===== src/source/usb_host_config.svh =====
`ifndef USB_HOST_CONFIG_SVH
`define USB_HOST_CONFIG_SVH

// ------------------------------------------------------------
// host timing, in clk cycles
// ------------------------------------------------------------

// one frame at 60 MHz
`define USB_SOF_PERIOD 60000

// wait for the PHY to take the bus after stp
`define USB_RX_DIR_TIMEOUT 60

// upper bound on a single receive
`define USB_RX_NXT_TIMEOUT 30000

// wait for the PHY to release the bus before ACK
`define USB_TX_DIR_TIMEOUT 60

// ------------------------------------------------------------
// control transfers
// ------------------------------------------------------------

`define USB_SETUP_LEN 8

`endif


===== src/source/ulpi_pkg.sv =====
package ulpi_pkg;

    // ------------------------------------------------------------
    // PHY side view of the link
    // ------------------------------------------------------------

    // linestate bits [1:0] of an RX_CMD byte
    typedef enum logic [1:0] {
        LS_SE0 = 2'b00,
        LS_J   = 2'b01,
        LS_K   = 2'b10,
        LS_SE1 = 2'b11
    } linestate_t;

    // decoded RX_CMD byte
    // bit 4 is RxActive, bits [5:4] = 2'b10 flag a host disconnect
    typedef struct packed {
        logic       host_disconnect;
        logic       rx_error;
        logic       rx_active;
        linestate_t line_state;
    } rx_cmd_t;

endpackage


===== src/source/usb_proto_pkg.sv =====
package usb_proto_pkg;

    // ------------------------------------------------------------
    // packet identifiers
    // ------------------------------------------------------------

    typedef enum logic [7:0] {
        PID_SOF   = 8'h45,
        PID_SETUP = 8'h4D,
        PID_IN    = 8'h49,
        PID_DATA0 = 8'h43,
        PID_DATA1 = 8'h4B,
        PID_ACK   = 8'h42
    } pid_t;

    // scheduled transactions, listed in priority order
    typedef enum logic [1:0] {
        XFER_SETUP_ADDR,
        XFER_SETUP_CFG,
        XFER_SOF,
        XFER_IN
    } xfer_kind_t;

    typedef enum logic [3:0] {
        ST_IDLE, ST_TX_TOKEN1, ST_TX_TOKEN2, ST_TX_TOKEN3, ST_TX_IFS,
        ST_TX_PID, ST_TX_DATA, ST_TX_CRC1, ST_TX_CRC2, ST_RX_WAIT1,
        ST_RX_WAIT2, ST_RX_DATA, ST_TX_WAIT, ST_TX_ACK, ST_TX_TURNAROUND
    } fsm_state_t;

    // 8-byte setup stage payload
    typedef struct packed {
        logic [7:0]  req_type;
        logic [7:0]  request;
        logic [15:0] value;
        logic [15:0] index;
        logic [15:0] length;
    } setup_req_t;

    // device gets address 1
    localparam setup_req_t SET_ADDR_REQ = '{8'h00, 8'h05, 16'h0001, 16'h0000, 16'h0000};
    // configuration 1
    localparam setup_req_t SET_CFG_REQ  = '{8'h00, 8'h09, 16'h0001, 16'h0000, 16'h0000};

    localparam logic [6:0] DEV_ADDR0 = 7'h00;
    localparam logic [6:0] DEV_ADDR1 = 7'h01;
    localparam logic [3:0] EP0       = 4'h0;
    localparam logic [3:0] EP1       = 4'h1;

    // CRC fields are not computed, fixed placeholders
    localparam logic [4:0]  CRC5  = 5'h1F;
    localparam logic [15:0] CRC16 = 16'hFFFF;

endpackage


===== src/source/ulpi_link_if.sv =====
interface ulpi_link_if;

    // dir toggled since last cycle
    logic               turnaround;
    logic               rx_cmd_valid;
    ulpi_pkg::rx_cmd_t  rx_cmd;
    // error or disconnect reported by the PHY
    logic               abort;
    // nxt edge while receiving, marks the PID byte
    logic               pid_strobe;

    modport decoder (
        output turnaround, rx_cmd_valid, rx_cmd, abort, pid_strobe
    );

    modport fsm (
        input turnaround, rx_cmd_valid, rx_cmd, abort, pid_strobe
    );

endinterface


===== src/source/usb_sched_if.sv =====
interface usb_sched_if;

    // scheduler side
    logic                       pending;
    usb_proto_pkg::xfer_kind_t  kind;
    logic [10:0]                frame_num;

    // one-cycle pulses from the packet FSM
    logic                       token_done;
    logic                       data_done;
    logic                       sof_done;

    modport sched (
        output pending, kind, frame_num,
        input  token_done, data_done, sof_done
    );

    modport fsm (
        input  pending, kind, frame_num,
        output token_done, data_done, sof_done
    );

endinterface


===== src/source/ulpi_rx_cmd_decoder.sv =====
module ulpi_rx_cmd_decoder (
    input  logic        clk,
    input  logic        rst,
    input  logic [7:0]  data_i,
    input  logic        dir_i,
    input  logic        nxt_i,
    ulpi_link_if.decoder link,
    output logic        connect_o,
    output logic        connect_pulse_o
);

    logic                   dir_q;
    logic                   nxt_q;
    logic                   turnaround;
    logic                   rx_cmd_valid;
    ulpi_pkg::rx_cmd_t      rx_cmd;
    ulpi_pkg::linestate_t   line_state_q;
    logic                   connect_q;
    logic                   se0_to_j;

    always_ff @(posedge clk) begin
        if (rst) begin
            dir_q <= 1'b0;
            nxt_q <= 1'b0;
        end else begin
            dir_q <= dir_i;
            nxt_q <= nxt_i;
        end
    end

    // ------------------------------------------------------------
    // RX_CMD decode
    // ------------------------------------------------------------

    assign turnaround   = dir_q ^ dir_i;
    assign rx_cmd_valid = dir_i && !nxt_i && !turnaround;

    assign rx_cmd.line_state      = ulpi_pkg::linestate_t'(data_i[1:0]);
    assign rx_cmd.rx_active       = data_i[4];
    assign rx_cmd.rx_error        = (data_i[5:4] == 2'b11);
    assign rx_cmd.host_disconnect = (data_i[5:4] == 2'b10);

    assign link.turnaround   = turnaround;
    assign link.rx_cmd_valid = rx_cmd_valid;
    assign link.rx_cmd       = rx_cmd;
    assign link.abort        = rx_cmd_valid && (rx_cmd.rx_error || rx_cmd.host_disconnect);
    assign link.pid_strobe   = (nxt_q ^ nxt_i) && dir_i && !turnaround;

    // ------------------------------------------------------------
    // attach tracking
    // ------------------------------------------------------------

    // device pulls D+ up, line goes SE0 -> J
    assign se0_to_j = rx_cmd_valid && (line_state_q == ulpi_pkg::LS_SE0)
                      && (rx_cmd.line_state == ulpi_pkg::LS_J);

    always_ff @(posedge clk) begin
        if (rst) begin
            line_state_q <= ulpi_pkg::LS_SE0;
            connect_q    <= 1'b0;
        end else begin
            if (rx_cmd_valid) begin
                line_state_q <= rx_cmd.line_state;
            end
            if (rx_cmd_valid && rx_cmd.host_disconnect) begin
                connect_q <= 1'b0;
            end else if (se0_to_j) begin
                connect_q <= 1'b1;
            end
        end
    end

    assign connect_o       = connect_q;
    assign connect_pulse_o = se0_to_j && !connect_q;

endmodule


===== src/source/usb_transfer_sched.sv =====
`include "usb_host_config.svh"

module usb_transfer_sched (
    input  logic        clk,
    input  logic        rst,
    input  logic        connect_pulse_i,
    input  logic        disconnect_i,
    usb_sched_if.sched  sched
);

    localparam int unsigned SOF_W = $clog2(`USB_SOF_PERIOD);

    logic                       setup_addr_q;
    logic                       setup_cfg_q;
    logic                       sof_q;
    logic                       in_q;
    // setup transaction whose data stage is running
    usb_proto_pkg::xfer_kind_t  active_kind_q;
    logic [SOF_W-1:0]           sof_cnt_q;
    logic                       sof_tick;
    logic [10:0]                frame_q;
    logic                       addr_stage_done;
    logic                       cfg_stage_done;

    // ------------------------------------------------------------
    // frame timer
    // ------------------------------------------------------------

    assign sof_tick = (sof_cnt_q == SOF_W'(`USB_SOF_PERIOD - 1));

    always_ff @(posedge clk) begin
        if (rst) begin
            sof_cnt_q <= '0;
            frame_q   <= '0;
        end else begin
            sof_cnt_q <= sof_tick ? '0 : sof_cnt_q + 1'b1;
            if (sched.sof_done) begin
                frame_q <= frame_q + 1'b1;
            end
        end
    end

    // ------------------------------------------------------------
    // pending flags
    // ------------------------------------------------------------

    always_ff @(posedge clk) begin
        if (sched.token_done) begin
            active_kind_q <= sched.kind;
        end
    end

    assign addr_stage_done = sched.data_done
                             && (active_kind_q == usb_proto_pkg::XFER_SETUP_ADDR);
    assign cfg_stage_done  = sched.data_done
                             && (active_kind_q == usb_proto_pkg::XFER_SETUP_CFG);

    always_ff @(posedge clk) begin
        if (rst) begin
            setup_addr_q <= 1'b0;
            setup_cfg_q  <= 1'b0;
            sof_q        <= 1'b0;
            in_q         <= 1'b0;
        end else begin
            if (connect_pulse_i) begin
                setup_addr_q <= 1'b1;
            end else if (addr_stage_done) begin
                setup_addr_q <= 1'b0;
            end

            // SET_ADDRESS finished, configure next
            if (addr_stage_done) begin
                setup_cfg_q <= 1'b1;
            end else if (cfg_stage_done) begin
                setup_cfg_q <= 1'b0;
            end

            if (connect_pulse_i || sof_tick) begin
                sof_q <= 1'b1;
            end else if (sched.sof_done) begin
                sof_q <= 1'b0;
            end

            // IN polling starts after the first frame
            if (disconnect_i) begin
                in_q <= 1'b0;
            end else if (sched.sof_done) begin
                in_q <= 1'b1;
            end
        end
    end

    always_comb begin
        if (setup_addr_q) begin
            sched.kind = usb_proto_pkg::XFER_SETUP_ADDR;
        end else if (setup_cfg_q) begin
            sched.kind = usb_proto_pkg::XFER_SETUP_CFG;
        end else if (sof_q) begin
            sched.kind = usb_proto_pkg::XFER_SOF;
        end else begin
            sched.kind = usb_proto_pkg::XFER_IN;
        end
    end

    assign sched.pending   = setup_addr_q || setup_cfg_q || sof_q || in_q;
    assign sched.frame_num = frame_q;

endmodule


===== src/source/usb_packet_fsm.sv =====
`include "usb_host_config.svh"

module usb_packet_fsm (
    input  logic        clk,
    input  logic        rst,
    input  logic [7:0]  data_i,
    input  logic        dir_i,
    input  logic        nxt_i,
    ulpi_link_if.fsm    link,
    usb_sched_if.fsm    sched,
    input  logic        connected_i,
    output logic [7:0]  data_o,
    output logic        stp_o,
    output logic        new_read_o,
    output logic        data_store_valid_o,
    output logic [7:0]  data_store_o
);

    localparam int unsigned TMR_W     = $clog2(`USB_RX_NXT_TIMEOUT);
    localparam logic [3:0]  SETUP_LEN = 4'(`USB_SETUP_LEN);

    usb_proto_pkg::fsm_state_t  state_q;
    usb_proto_pkg::fsm_state_t  state_d;
    usb_proto_pkg::xfer_kind_t  kind_q;
    usb_proto_pkg::setup_req_t  setup_req;
    logic [3:0]                 byte_cnt_q;
    logic [3:0]                 setup_idx;
    logic [7:0]                 setup_byte;
    logic [TMR_W-1:0]           timer_q;
    logic                       timeout;
    logic                       pid_seen_q;
    logic [7:0]                 rx_pid_q;
    logic                       data_ok;
    logic                       rx_done;
    logic                       is_sof;
    logic                       is_in;
    logic [6:0]                 tok_addr;
    logic [3:0]                 tok_ep;

    // ------------------------------------------------------------
    // token and setup fields
    // ------------------------------------------------------------

    assign is_sof   = (kind_q == usb_proto_pkg::XFER_SOF);
    assign is_in    = (kind_q == usb_proto_pkg::XFER_IN);
    assign tok_addr = (kind_q == usb_proto_pkg::XFER_SETUP_ADDR) ? usb_proto_pkg::DEV_ADDR0
                                                                 : usb_proto_pkg::DEV_ADDR1;
    assign tok_ep   = is_in ? usb_proto_pkg::EP1 : usb_proto_pkg::EP0;

    assign setup_req = (kind_q == usb_proto_pkg::XFER_SETUP_ADDR) ? usb_proto_pkg::SET_ADDR_REQ
                                                                  : usb_proto_pkg::SET_CFG_REQ;
    assign setup_idx = SETUP_LEN - byte_cnt_q;

    // wire order, 16-bit fields low byte first
    always_comb begin
        case (setup_idx)
            4'd0:    setup_byte = setup_req.req_type;
            4'd1:    setup_byte = setup_req.request;
            4'd2:    setup_byte = setup_req.value[7:0];
            4'd3:    setup_byte = setup_req.value[15:8];
            4'd4:    setup_byte = setup_req.index[7:0];
            4'd5:    setup_byte = setup_req.index[15:8];
            4'd6:    setup_byte = setup_req.length[7:0];
            default: setup_byte = setup_req.length[15:8];
        endcase
    end

    // one timer for the three waits, cleared on every state change
    assign timeout =
        ((state_q == usb_proto_pkg::ST_RX_WAIT2)
            && (timer_q == TMR_W'(`USB_RX_DIR_TIMEOUT - 1)))
        || ((state_q == usb_proto_pkg::ST_RX_DATA)
            && (timer_q == TMR_W'(`USB_RX_NXT_TIMEOUT - 1)))
        || ((state_q == usb_proto_pkg::ST_TX_WAIT)
            && (timer_q == TMR_W'(`USB_TX_DIR_TIMEOUT - 1)));

    // PHY drops dir, or reports the receive as finished
    assign rx_done = (link.turnaround && !dir_i)
                     || (link.rx_cmd_valid && !link.rx_cmd.rx_active && pid_seen_q);
    assign data_ok = pid_seen_q && ((rx_pid_q == usb_proto_pkg::PID_DATA0)
                                    || (rx_pid_q == usb_proto_pkg::PID_DATA1));

    // ------------------------------------------------------------
    // next state and outputs
    // ------------------------------------------------------------

    always_comb begin
        state_d            = state_q;
        data_o             = 8'h00;
        stp_o              = 1'b0;
        new_read_o         = 1'b0;
        data_store_valid_o = 1'b0;
        sched.token_done   = 1'b0;
        sched.data_done    = 1'b0;
        sched.sof_done     = 1'b0;

        if (link.abort) begin
            state_d = usb_proto_pkg::ST_IDLE;
        end else begin
            case (state_q)
                usb_proto_pkg::ST_IDLE: begin
                    if (connected_i && sched.pending) begin
                        state_d = usb_proto_pkg::ST_TX_TOKEN1;
                    end
                end
                usb_proto_pkg::ST_TX_TOKEN1: begin
                    data_o = is_sof ? usb_proto_pkg::PID_SOF
                           : is_in  ? usb_proto_pkg::PID_IN : usb_proto_pkg::PID_SETUP;
                    if (nxt_i) begin
                        state_d = usb_proto_pkg::ST_TX_TOKEN2;
                    end
                end
                usb_proto_pkg::ST_TX_TOKEN2: begin
                    data_o = is_sof ? sched.frame_num[7:0] : {tok_addr, tok_ep[0]};
                    if (nxt_i) begin
                        state_d = usb_proto_pkg::ST_TX_TOKEN3;
                    end
                end
                usb_proto_pkg::ST_TX_TOKEN3: begin
                    data_o = is_sof ? {sched.frame_num[10:8], usb_proto_pkg::CRC5}
                                    : {tok_ep[3:1], usb_proto_pkg::CRC5};
                    if (nxt_i) begin
                        sched.sof_done   = is_sof;
                        sched.token_done = !is_sof;
                        state_d = is_in ? usb_proto_pkg::ST_RX_WAIT1 : usb_proto_pkg::ST_TX_IFS;
                    end
                end
                usb_proto_pkg::ST_TX_IFS: begin
                    stp_o   = 1'b1;
                    state_d = is_sof ? usb_proto_pkg::ST_IDLE : usb_proto_pkg::ST_TX_PID;
                end
                usb_proto_pkg::ST_TX_PID: begin
                    // setup stage is always DATA0
                    data_o = usb_proto_pkg::PID_DATA0;
                    if (nxt_i) begin
                        state_d = usb_proto_pkg::ST_TX_DATA;
                    end
                end
                usb_proto_pkg::ST_TX_DATA: begin
                    data_o = setup_byte;
                    if (nxt_i && (byte_cnt_q == 4'd1)) begin
                        state_d = usb_proto_pkg::ST_TX_CRC1;
                    end
                end
                usb_proto_pkg::ST_TX_CRC1: begin
                    data_o = usb_proto_pkg::CRC16[7:0];
                    if (nxt_i) begin
                        state_d = usb_proto_pkg::ST_TX_CRC2;
                    end
                end
                usb_proto_pkg::ST_TX_CRC2: begin
                    data_o = usb_proto_pkg::CRC16[15:8];
                    if (nxt_i) begin
                        sched.data_done = 1'b1;
                        state_d         = usb_proto_pkg::ST_RX_WAIT1;
                    end
                end
                usb_proto_pkg::ST_RX_WAIT1: begin
                    stp_o   = 1'b1;
                    state_d = usb_proto_pkg::ST_RX_WAIT2;
                end
                usb_proto_pkg::ST_RX_WAIT2: begin
                    if (dir_i) begin
                        new_read_o = is_in && link.turnaround;
                        state_d    = usb_proto_pkg::ST_RX_DATA;
                    end else if (timeout) begin
                        state_d = usb_proto_pkg::ST_IDLE;
                    end
                end
                usb_proto_pkg::ST_RX_DATA: begin
                    // first byte under nxt is the PID, the rest is payload
                    data_store_valid_o = is_in && dir_i && nxt_i && pid_seen_q;
                    if (rx_done) begin
                        state_d = data_ok ? usb_proto_pkg::ST_TX_WAIT
                                          : usb_proto_pkg::ST_TX_TURNAROUND;
                    end else if (timeout) begin
                        state_d = usb_proto_pkg::ST_IDLE;
                    end
                end
                usb_proto_pkg::ST_TX_WAIT: begin
                    if (!dir_i) begin
                        state_d = usb_proto_pkg::ST_TX_ACK;
                    end else if (timeout) begin
                        state_d = usb_proto_pkg::ST_IDLE;
                    end
                end
                usb_proto_pkg::ST_TX_ACK: begin
                    data_o = usb_proto_pkg::PID_ACK;
                    if (nxt_i) begin
                        state_d = usb_proto_pkg::ST_IDLE;
                    end
                end
                default: begin
                    state_d = usb_proto_pkg::ST_IDLE;
                end
            endcase
        end
    end

    assign data_store_o = data_i;

    // ------------------------------------------------------------
    // registers
    // ------------------------------------------------------------

    always_ff @(posedge clk) begin
        if (rst) begin
            state_q    <= usb_proto_pkg::ST_IDLE;
            byte_cnt_q <= '0;
            timer_q    <= '0;
            pid_seen_q <= 1'b0;
        end else begin
            state_q <= state_d;
            timer_q <= (state_d != state_q) ? '0 : timer_q + 1'b1;
            if (state_q == usb_proto_pkg::ST_TX_PID) begin
                byte_cnt_q <= SETUP_LEN;
            end else if ((state_q == usb_proto_pkg::ST_TX_DATA) && nxt_i) begin
                byte_cnt_q <= byte_cnt_q - 1'b1;
            end
            if (state_q == usb_proto_pkg::ST_IDLE) begin
                pid_seen_q <= 1'b0;
            end else if ((state_q == usb_proto_pkg::ST_RX_DATA) && link.pid_strobe && nxt_i) begin
                pid_seen_q <= 1'b1;
            end
        end
    end

    always_ff @(posedge clk) begin
        if ((state_q == usb_proto_pkg::ST_IDLE) && (state_d == usb_proto_pkg::ST_TX_TOKEN1)) begin
            kind_q <= sched.kind;
        end
        if ((state_q == usb_proto_pkg::ST_RX_DATA) && link.pid_strobe && nxt_i && !pid_seen_q) begin
            rx_pid_q <= data_i;
        end
    end

endmodule


===== src/source/usb_host_top.sv =====
module usb_host_top (
    input  logic        clk,
    input  logic        rst,
    input  logic [7:0]  data_i,
    input  logic        dir_i,
    input  logic        nxt_i,
    output logic [7:0]  data_o,
    output logic        stp_o,
    output logic        host_connect_o,
    output logic        new_read_o,
    output logic        data_store_valid_o,
    output logic [7:0]  data_store_o
);

    logic connect;
    logic connect_pulse;

    ulpi_link_if link_if ();
    usb_sched_if sched_if ();

    ulpi_rx_cmd_decoder ulpi_rx_cmd_decoder_inst (
        .clk             (clk),
        .rst             (rst),
        .data_i          (data_i),
        .dir_i           (dir_i),
        .nxt_i           (nxt_i),
        .link            (link_if.decoder),
        .connect_o       (connect),
        .connect_pulse_o (connect_pulse)
    );

    usb_transfer_sched usb_transfer_sched_inst (
        .clk             (clk),
        .rst             (rst),
        .connect_pulse_i (connect_pulse),
        .disconnect_i    (!connect),
        .sched           (sched_if.sched)
    );

    usb_packet_fsm usb_packet_fsm_inst (
        .clk                (clk),
        .rst                (rst),
        .data_i             (data_i),
        .dir_i              (dir_i),
        .nxt_i              (nxt_i),
        .link               (link_if.fsm),
        .sched              (sched_if.fsm),
        .connected_i        (connect),
        .data_o             (data_o),
        .stp_o              (stp_o),
        .new_read_o         (new_read_o),
        .data_store_valid_o (data_store_valid_o),
        .data_store_o       (data_store_o)
    );

    assign host_connect_o = connect;

endmodule


===== config.mk =====
export PLATFORM = sky130hd
export DESIGN_NAME = usb_host_top
export DESIGN_NICKNAME = d
export VERILOG_FILES = /design/src/source/ulpi_pkg.sv /design/src/source/usb_proto_pkg.sv /design/src/source/ulpi_link_if.sv /design/src/source/usb_sched_if.sv /design/src/source/ulpi_rx_cmd_decoder.sv /design/src/source/usb_transfer_sched.sv /design/src/source/usb_packet_fsm.sv /design/src/source/usb_host_top.sv
export VERILOG_INCLUDE_DIRS = /design/src /design/src/source
export SDC_FILE = /design/constraint.sdc
export NUM_CORES = 1
export LEC_CHECK = 0
export BUFFER_PORTS_ARGS = -buffer_cell sky130_fd_sc_hd__buf_2
export CAP_MARGIN = 10
export CORE_UTILIZATION = 45
export CTS_CLUSTER_DIAMETER = 150
export DETAILED_ROUTE_END_ITERATION = 12
export PLACE_DENSITY = 0.68
export REMOVE_ABC_BUFFERS = 1
export SETUP_SLACK_MARGIN = 0.5
export SYNTH_ARGS = -nofsm -noshare
export SYNTH_HDL_FRONTEND = slang
export SYNTH_SLANG_ARGS = --single-unit

===== constraint.sdc =====
create_clock -name clk -period 2.6 [get_ports clk]
set_clock_uncertainty 0.2 [all_clocks]
set_input_delay 0.26 -clock clk [delete_from_list [all_inputs] [get_ports clk]]
set_output_delay 0.26 -clock clk [all_outputs]
set_load 0.005 [all_outputs]

==> results.md, run 1 <==
- VDD IR max: 238 µV
- Number of global-route vias before repair: 3415
- Share of layout cells above drive strength 1: between 30% and 40%
- Critical path's slowest cell: dfxtp_1
- Status: completed
- Switching share of power: 26.2%
- R2r endpoint: usb_packet_fsm_inst.timer_q[1]
- Ys async rst share: 0%
- Post-Route Utilization: 63.0%
- Tcrit/Tclk final: 99.0%
- WHS: 79.8 ps
- Synthesis-stage register bit count: about 70
- Clk_lat worst skew: 360 ps
- Critical-path cell list: ha_1, and3b_2, buf_4, a31oi_2, o32ai_1, a211oi_4, nor3_1, a21oi_2, buf_12, nor3b_2
- Largest stage delay, worst path: 310 ps
- Critical path launch point type: flop
- Final Setup Violations: 0
- Non-Filler Cell Area, Final: 5200 µm²
- Least-Margin Pin Slew: approximately 630 ps
- Hold wc startpoint: rst
- Crit end category: flop
- Total GRT Usage: 23.3%
- Clk buf depth: 2
- Top Ports: 32
- Sequential area share after synthesis: 39.6%
- H-tree Lvls: 3
- DIE AREA: 8970 µm²
- Pleak: 1.92 nW
- CP Max Fanout: 15
- Final hold viol count: 0
- Hold EP: ulpi_rx_cmd_decoder_inst.dir_q
- Grt ovf: 0
- Grt met2 use: a little under two fifths
- RD Place Congestion: 0.946
- Die X: roughly 95 µm
- Row count: 33
- Die Height: 94.7 µm
- Fin Setup TNS: 0 ps
- N_diodes: 0
- Sequential share of power: 54.1%
- Req. time, crit path: ~2700 ps
- Placed instance area: between 4000 and 5000 µm²
- Initial antenna violation count: 0
- Initial Util: 46.8%
- Sw power: 548 µW
- Distinct cells, synth: between 60 and 70
- Root Driver: clkbuf_8
- First-pass GRT wire length: 16200 µm
- Worst-path clk slew: ~80 ps
- Post-route ant nets: 0
- Global-route track usage on met3: 4.11%
- Final WL: 10800 µm
- Max Cap Viol: 0
- Cell Area, Synth: 3870 µm²
- CTS tree: done
- Flop-to-flop setup slack: 30 ps
- Vias per cell: 5.79
- Max-slew violations: 0
- Internal Pwr Total: 1.54 mW
- Max_slew headroom: between 50% and 60%
- Drt pass-1 iters: 5
- # port buffers: 29
- GRT busiest layer: met2
- Kind of cell adding the most delay to the critical path: compound AO/OA/AOI/OAI gates
- Post-synth top flop: dfxtp_1
- Core area: 8260 µm²
- DP Worst Slack: -139 ps
- Crit path DAT: 2620 ps
- Minimum clock period: 2570 ps
- Dpl hpwl: between 6000 and 7000 µm
- Yosys warns: 0
- Detailed-route via count: roughly 3800
- Final #Nets: 558
- Worst Hold Class: primary input to flop
- Wire per inst: about 17 µm
- Fmax: 0.389 GHz
- GR Util met1: 28.2%
- Total of fill cells in the finished design: 663
- Buffer and inverter count on the worst path: 2
- Cells after synthesis: 461
- Num CTS Buffers: 9
- R2R Path Start: ulpi_rx_cmd_decoder_inst.dir_q
- Post-synth EDFFs: 11
- Largest net degree at the start of global routing: 18
- Worst hold path depth: 2
- Kind of critical path: flop to flop
- 1st-iter DRT viols: slightly above 200
- Syn_area_per_cell: around 8.4 µm²
- Remaining DRCs: 0
- RSZ-0062 raised after global routing: yes
- Clock power share: 39.2%
- Combinational fraction of design power: 6.7%
- Power density over the cells: around 400 nW/µm²
- R2R depth: 10
- Final Worst Setup Slack: 26.2 ps
- Clk sinks: 71
- Layout area overhead: 34.5%
## area by class of cell
type / count / area [µm²] / area share [%]
inverters: 14 / 60.1 / 1.15
clock buffers: 9 / 124 / 2.38
well taps: 105 / 131 / 2.52
repair buffers: 93 / 742 / 14.3
clock inverters: 7 / 56.3 / 1.08
flip-flops and latches: 71 / 1560 / 30.0
multi-input cells: 349 / 2530 / 48.6
## placed cells by master, fill, tap and decap left out, types with 4 or more instances in the layout
master	count
nand2_2	4
xnor2_1	13
ha_1	6
nand3_2	6
clkbuf_8	9
nor3_1	10
dfxtp_1	49
nor3_2	18
inv_1	10
nand2_1	30
a31oi_1	5
dlygate4sd3_1	7
nand4_1	13
edfxtp_1	11
nor2_4	6
dfxtp_4	6
or3_1	6
dfxtp_2	5
xor2_1	25
a21oi_1	26
buf_4	41
buf_2	29
o21ai_0	12
and3_1	7
buf_6	9
nor2_1	56
nand3_1	20
## worst reg2reg max path: stages, from the launching register on
cell,delay [ps]
dfxtp_1,310
ha_1,290
and3b_2,230
buf_4,170
a31oi_2,240
o32ai_1,160
a211oi_4,310
nor3_1,110
a21oi_2,200
buf_12,180
nor3b_2,60
## sequential cells by signal, indices dropped and copies added (netlist names), 2 cells and up
name	count
usb_transfer_sched_inst.sof_cnt_q	16
usb_packet_fsm_inst.timer_q	15
usb_transfer_sched_inst.sched.frame_num	11
usb_packet_fsm_inst.rx_pid_q	7
usb_packet_fsm_inst.byte_cnt_q	4
usb_packet_fsm_inst.state_q	4
ulpi_rx_cmd_decoder_inst.line_state_q	2
usb_packet_fsm_inst.kind_q	2
usb_transfer_sched_inst.active_kind_q	2
## Yosys cell counts (7+ instances only)
master,n,area share (%)
nor2_1,65,6.3
dfxtp_1,60,31
nand2_1,37,3.6
a21oi_1,29,3.8
nand3_1,25,3.2
xor2_1,25,5.7
nor3_1,18,2.3
o21ai_0,15,1.9
inv_1,13,1.3
nand4_1,13,2.1
xnor2_1,13,2.9
nor3_2,12,3.1
edfxtp_1,11,8.5
buf_4,9,1.7
and3_1,8,1.3
ha_1,8,2.6
a31oi_1,7,1.1
clkbuf_1,7,0.68
nor2b_1,7,1.1
## layer usage
layer | vias up | share of wire [%] | wire length, µm
met5 | - | 0 | 0
met3 | 28 | 5.6 | 606
met2 | 152 | 49 | 5300
met4 | 0 | 3.6 | 391
li1 | 1791 | - | -
met1 | 1783 | 42 | 4540
## per-stage QoR
stage	cells	total power, mW
6_report	648	2.09
5_1_grt	648	2.17
4_1_cts	635	2.09
3_5_place_dp	598	1.26
3_3_place_gp	598	1.26
2_1_floorplan	433	1.20
## cell families (layout without fill, tap and decap cells)
logic type / Yosys count / after routing / share of synthesized area (%)
and+or+nand+nor: 220 / 221 / 29.9
AOI/OAI and AO/OA: 80 / 80 / 13.2
DFF: 71 / 71 / 39.6
buffers and inverters: 42 / 123 / 5.50
xor gates and xnor gates: 38 / 38 / 8.60
adders and majority gates: 8 / 8 / 2.59
muxes: 2 / 2 / 0.550
## what timing repair did
item,4_1_cts,5_1_grt
cloned,0,1
endpoints found under the hold margin,9,0
hold buffers,7,0
setup endpoints to repair,50,51
resized for setup,64,64
pin swaps,13,19
buffers inserted,14,12
## worst max path at each step
stage                                            startpoint                             end  slack, ps  cells after the start
after floorplan              usb_packet_fsm_inst.state_q[3]  usb_packet_fsm_inst.timer_q[2]       -270                      8
after global routing      usb_packet_fsm_inst.byte_cnt_q[1]                       data_o[3]        -40                     11
final                        ulpi_rx_cmd_decoder_inst.dir_q  usb_packet_fsm_inst.timer_q[1]         30                     10
after CTS                 usb_packet_fsm_inst.byte_cnt_q[1]                       data_o[3]         70                     11
after global placement                                dir_i  usb_packet_fsm_inst.timer_q[1]        -50                     11
after detailed placement                              dir_i  usb_packet_fsm_inst.timer_q[4]       -140                     11
## power groups by stage
| stage | logic (mW) | registers (mW) | clock network [mW] |
|---|---|---|---|
| after CTS | 0.121 | 1.13 | 0.844 |
| after detailed placement | 0.101 | 1.16 | 0 |
| after global routing | 0.152 | 1.13 | 0.881 |
| after floorplan | 0.0437 | 1.16 | 0 |
| after global placement | 0.0982 | 1.16 | 0 |
| final | 0.140 | 1.13 | 0.819 |
(Power assumes the default switching activity.)
==> run 2: changes to the inputs <==
--- a/config.mk
+++ b/config.mk
@@ -7,7 +7,7 @@
 export NUM_CORES = 1
 export LEC_CHECK = 0
 export BUFFER_PORTS_ARGS = -buffer_cell sky130_fd_sc_hd__buf_2
-export CAP_MARGIN = 10
+export CAP_MARGIN = 20
 export CORE_UTILIZATION = 45
 export CTS_CLUSTER_DIAMETER = 150
 export DETAILED_ROUTE_END_ITERATION = 12
@@ -16,4 +16,5 @@
 export SETUP_SLACK_MARGIN = 0.5
 export SYNTH_ARGS = -nofsm -noshare
 export SYNTH_HDL_FRONTEND = slang
+export SYNTH_HIERARCHICAL = 1
 export SYNTH_SLANG_ARGS = --single-unit
==> constraint.sdc (replaced) <==
create_clock -name clk -period 2.6 [get_ports clk]
set_clock_uncertainty 0.2 [all_clocks]
set_input_delay 0.13 -clock clk [delete_from_list [all_inputs] [get_ports clk]]
set_output_delay 0.13 -clock clk [all_outputs]
set_load 0.005 [all_outputs]
==> run 2 against run 1 <==
Net effect:
- register-to-register slack better by 170 ps
- die area is 5.5% higher
- global-route usage is 2.5 points lower
- combinational power is 13% lower
- critical path type unchanged
==> results.md, run 2 <==
- Worst Hold Class: primary input to flop (unchanged)
- Remaining DRCs: 0 (unchanged)
- Non-filler instance count after layout: 639 (was 648)
- Num CTS Buffers: 9 (unchanged)
- Top Ports: 32 (unchanged)
- Worst-path clk slew: 70 ps (was 80 ps)
- Vias per cell: 5.63 (was 5.79)
- Largest stage delay, worst path: 400 ps (was 310 ps)
- Final #Nets: 546 (was 558)
- Initial Util: 46.6% (was 46.8%)
- FF+latch area: 1550 µm² (was 1560 µm²)
- Crit end category: flop (unchanged)
- Kind of critical path: flop to flop (unchanged)
- Share of layout cells above drive strength 1: 31.3% (was 36.6%)
- Layout area overhead: 24.0% (was 34.5%)
- Max_slew headroom: 67.8% (was 57.6%)
- Cells after synthesis: 466 (was 461)
- Max-slew violations: 0 (unchanged)
- Largest register by flop count: usb_transfer_sched_inst/sof_cnt_q (was usb_transfer_sched_inst.sof_cnt_q)
- Req. time, crit path: 2690 ps (was 2650 ps)
- Area of the multi-input gates: 2530 µm² (about the same)
- Detailed-route via count: 3597 (was 3754)
- Pleak: 1.86 nW (was 1.92 nW)
- # port buffers: 29 (unchanged)
- RSZ-0062 raised after global routing: yes (unchanged)
- Least-Margin Pin Slew: 484 ps (was 630 ps)
- Final hold viol count: 0 (unchanged)
- Die X: 97.3 µm (was 94.7 µm)
- WHS: 21.3 ps (was 79.8 ps)
- Root Driver: clkbuf_8 (unchanged)
- Grt ovf: 0 (unchanged)
- Fin Setup TNS: 0 ps (unchanged)
- Wire per inst: 15.2 µm (was 16.7 µm)
- Total of fill cells in the finished design: 758 (was 663)
- Minimum clock period: 2410 ps (was 2570 ps)
- Core area: 8760 µm² (was 8260 µm²)
- Max Cap Viol: 0 (unchanged)
- Drt pass-1 iters: 6 (was 5)
- H-tree Lvls: 3 (unchanged)
- CP Max Fanout: 7 (was 15)
- Post-route ant nets: 0 (unchanged)
- CTS tree: done (unchanged)
- Final Setup Violations: 0 (unchanged)
- Tcrit/Tclk final: 92.6% (was 99.0%)
- Commonest non-fill, non-tap cell in the layout: nor2_1 (unchanged)
- Crit path DAT: 2500 ps (was 2620 ps)
- Final WL: 9710 µm (was 10800 µm)
- Power density over the cells: 395 nW/µm² (was 402 nW/µm²)
- Critical path launch point type: flop (unchanged)
- Clk sinks: 71 (unchanged)
- Post-Route Utilization: 57.8% (was 63.0%)
- Die Height: 97.3 µm (was 94.7 µm)
- VDD IR max: 206 µV (was 238 µV)
- Clk_lat worst skew: 350 ps (was 360 ps)
- Critical path's slowest cell: dfxtp_4 (was dfxtp_1)
- Dpl hpwl: 6490 µm (was 6820 µm)
- Syn_area_per_cell: 8.77 µm² (was 8.39 µm²)
- Row count: 34 (was 33)
- Dpl cells: 596 (was 598)
- DIE AREA: 9460 µm² (was 8970 µm²)
- Yosys warns: 6 (was 0)
- Initial antenna violation count: 0 (unchanged)
- N_diodes: 0 (unchanged)
- Largest net degree at the start of global routing: 21 (was 18)
- Max reg flops: 16 (unchanged)
- Commonest non-fill, non-tap cells in the layout: nor2_1 (59), dfxtp_1 (54), nand2_1 (31) (was nor2_1 (56), dfxtp_1 (49), buf_4 (41))
- Number of global-route vias before repair: 3450 (was 3415)
- Critical-path cell list: ha_4, or3b_4, a21oi_4, o21ai_2, o211ai_1, mux2i_1, nand4_2, buf_6, buf_16, nor2_2 (was ha_1, and3b_2, buf_4, a31oi_2, o32ai_1, a211oi_4, nor3_1, a21oi_2, buf_12, nor3b_2)
- First-pass GRT wire length: 16200 µm (about the same)
- RD Place Congestion: 0.940 (was 0.946)
- Clk buf depth: 2 (unchanged)
- Status: completed (unchanged)
- 1st-iter DRT viols: 245 (was 205)
- Fmax: 0.415 GHz (was 0.389 GHz)
- Total GRT Usage: 20.8% (was 23.3%)
- Cell Area, Synth: 4090 µm² (was 3870 µm²)
-- run 2: area by class of cell --
type | instances | share of cell area, %
sequential | 71 | 30.6
clock buffer | 9 | 2.45
multi-input combinational | 349 | 50.1
timing repair buffer | 76 | 11.9
clock inverter | 6 | 0.741
inverter | 20 | 1.53
tap | 108 | 2.67
-- run 2: report_power, final --
part           total, mW  internal [mW]  switching (mW)
Combinational      0.122         0.0562          0.0662
Clock              0.751          0.337           0.414
Sequential          1.13           1.12         0.00991
Total               2.00           1.51           0.490
-- run 2: routing by layer --
metal	share of wire [%]	up-vias	track usage [%]	wire (µm)
li1	-	1758	-	-
met1	43	1688	26.6	4210
met2	49	120	34.1	4740
met3	5.1	31	5.04	494
met4	2.8	0	7.24	269
met5	0	-	0	0
-- run 2: per-stage QoR --
step | setup slack [ps] | power (mW) | cell area (µm²)
floorplan | 93.3 | 1.20 | 3890
global placement | 201 | 1.25 | 4330
detailed placement | 154 | 1.25 | 4330
CTS | 174 | 2.02 | 4840
global route | 67.0 | 2.09 | 5060
finish | 192 | 2.00 | 5060
-- run 2: timing repair --
action                                  4_1_cts  5_1_grt
cloned                                        1        1
pin swaps                                    23       13
gates resized for setup                      52       31
hold endpoints to repair                     22        0
buffers inserted                             10        8
endpoints found under the setup margin       41       35
hold buffers                                  8        0
-- run 2: worst paths after layout --
path	to	startpoint	cells after the start	slack [ps]
worst max register to register	usb_packet_fsm_inst/timer_q[1]	usb_packet_fsm_inst/byte_cnt_q[0]	10	190
worst min register to register	usb_packet_fsm_inst/timer_q[0]	usb_packet_fsm_inst/timer_q[0]	1	260
worst min-delay path	ulpi_rx_cmd_decoder_inst/dir_q	dir_i	3	20
worst max-delay path	usb_packet_fsm_inst/timer_q[1]	usb_packet_fsm_inst/byte_cnt_q[0]	10	190
-- run 2: worst max-delay path, delay by kind of cell (launching register included) --
kind / cells / cell delay, ps
AO/OA/AOI/OAI: 3 / 470
adder cells (fa/ha/maj): 1 / 130
buffers and inverters: 2 / 300
flip-flops: 1 / 400
multiplexers: 1 / 270
AND/OR/NAND/NOR: 3 / 580
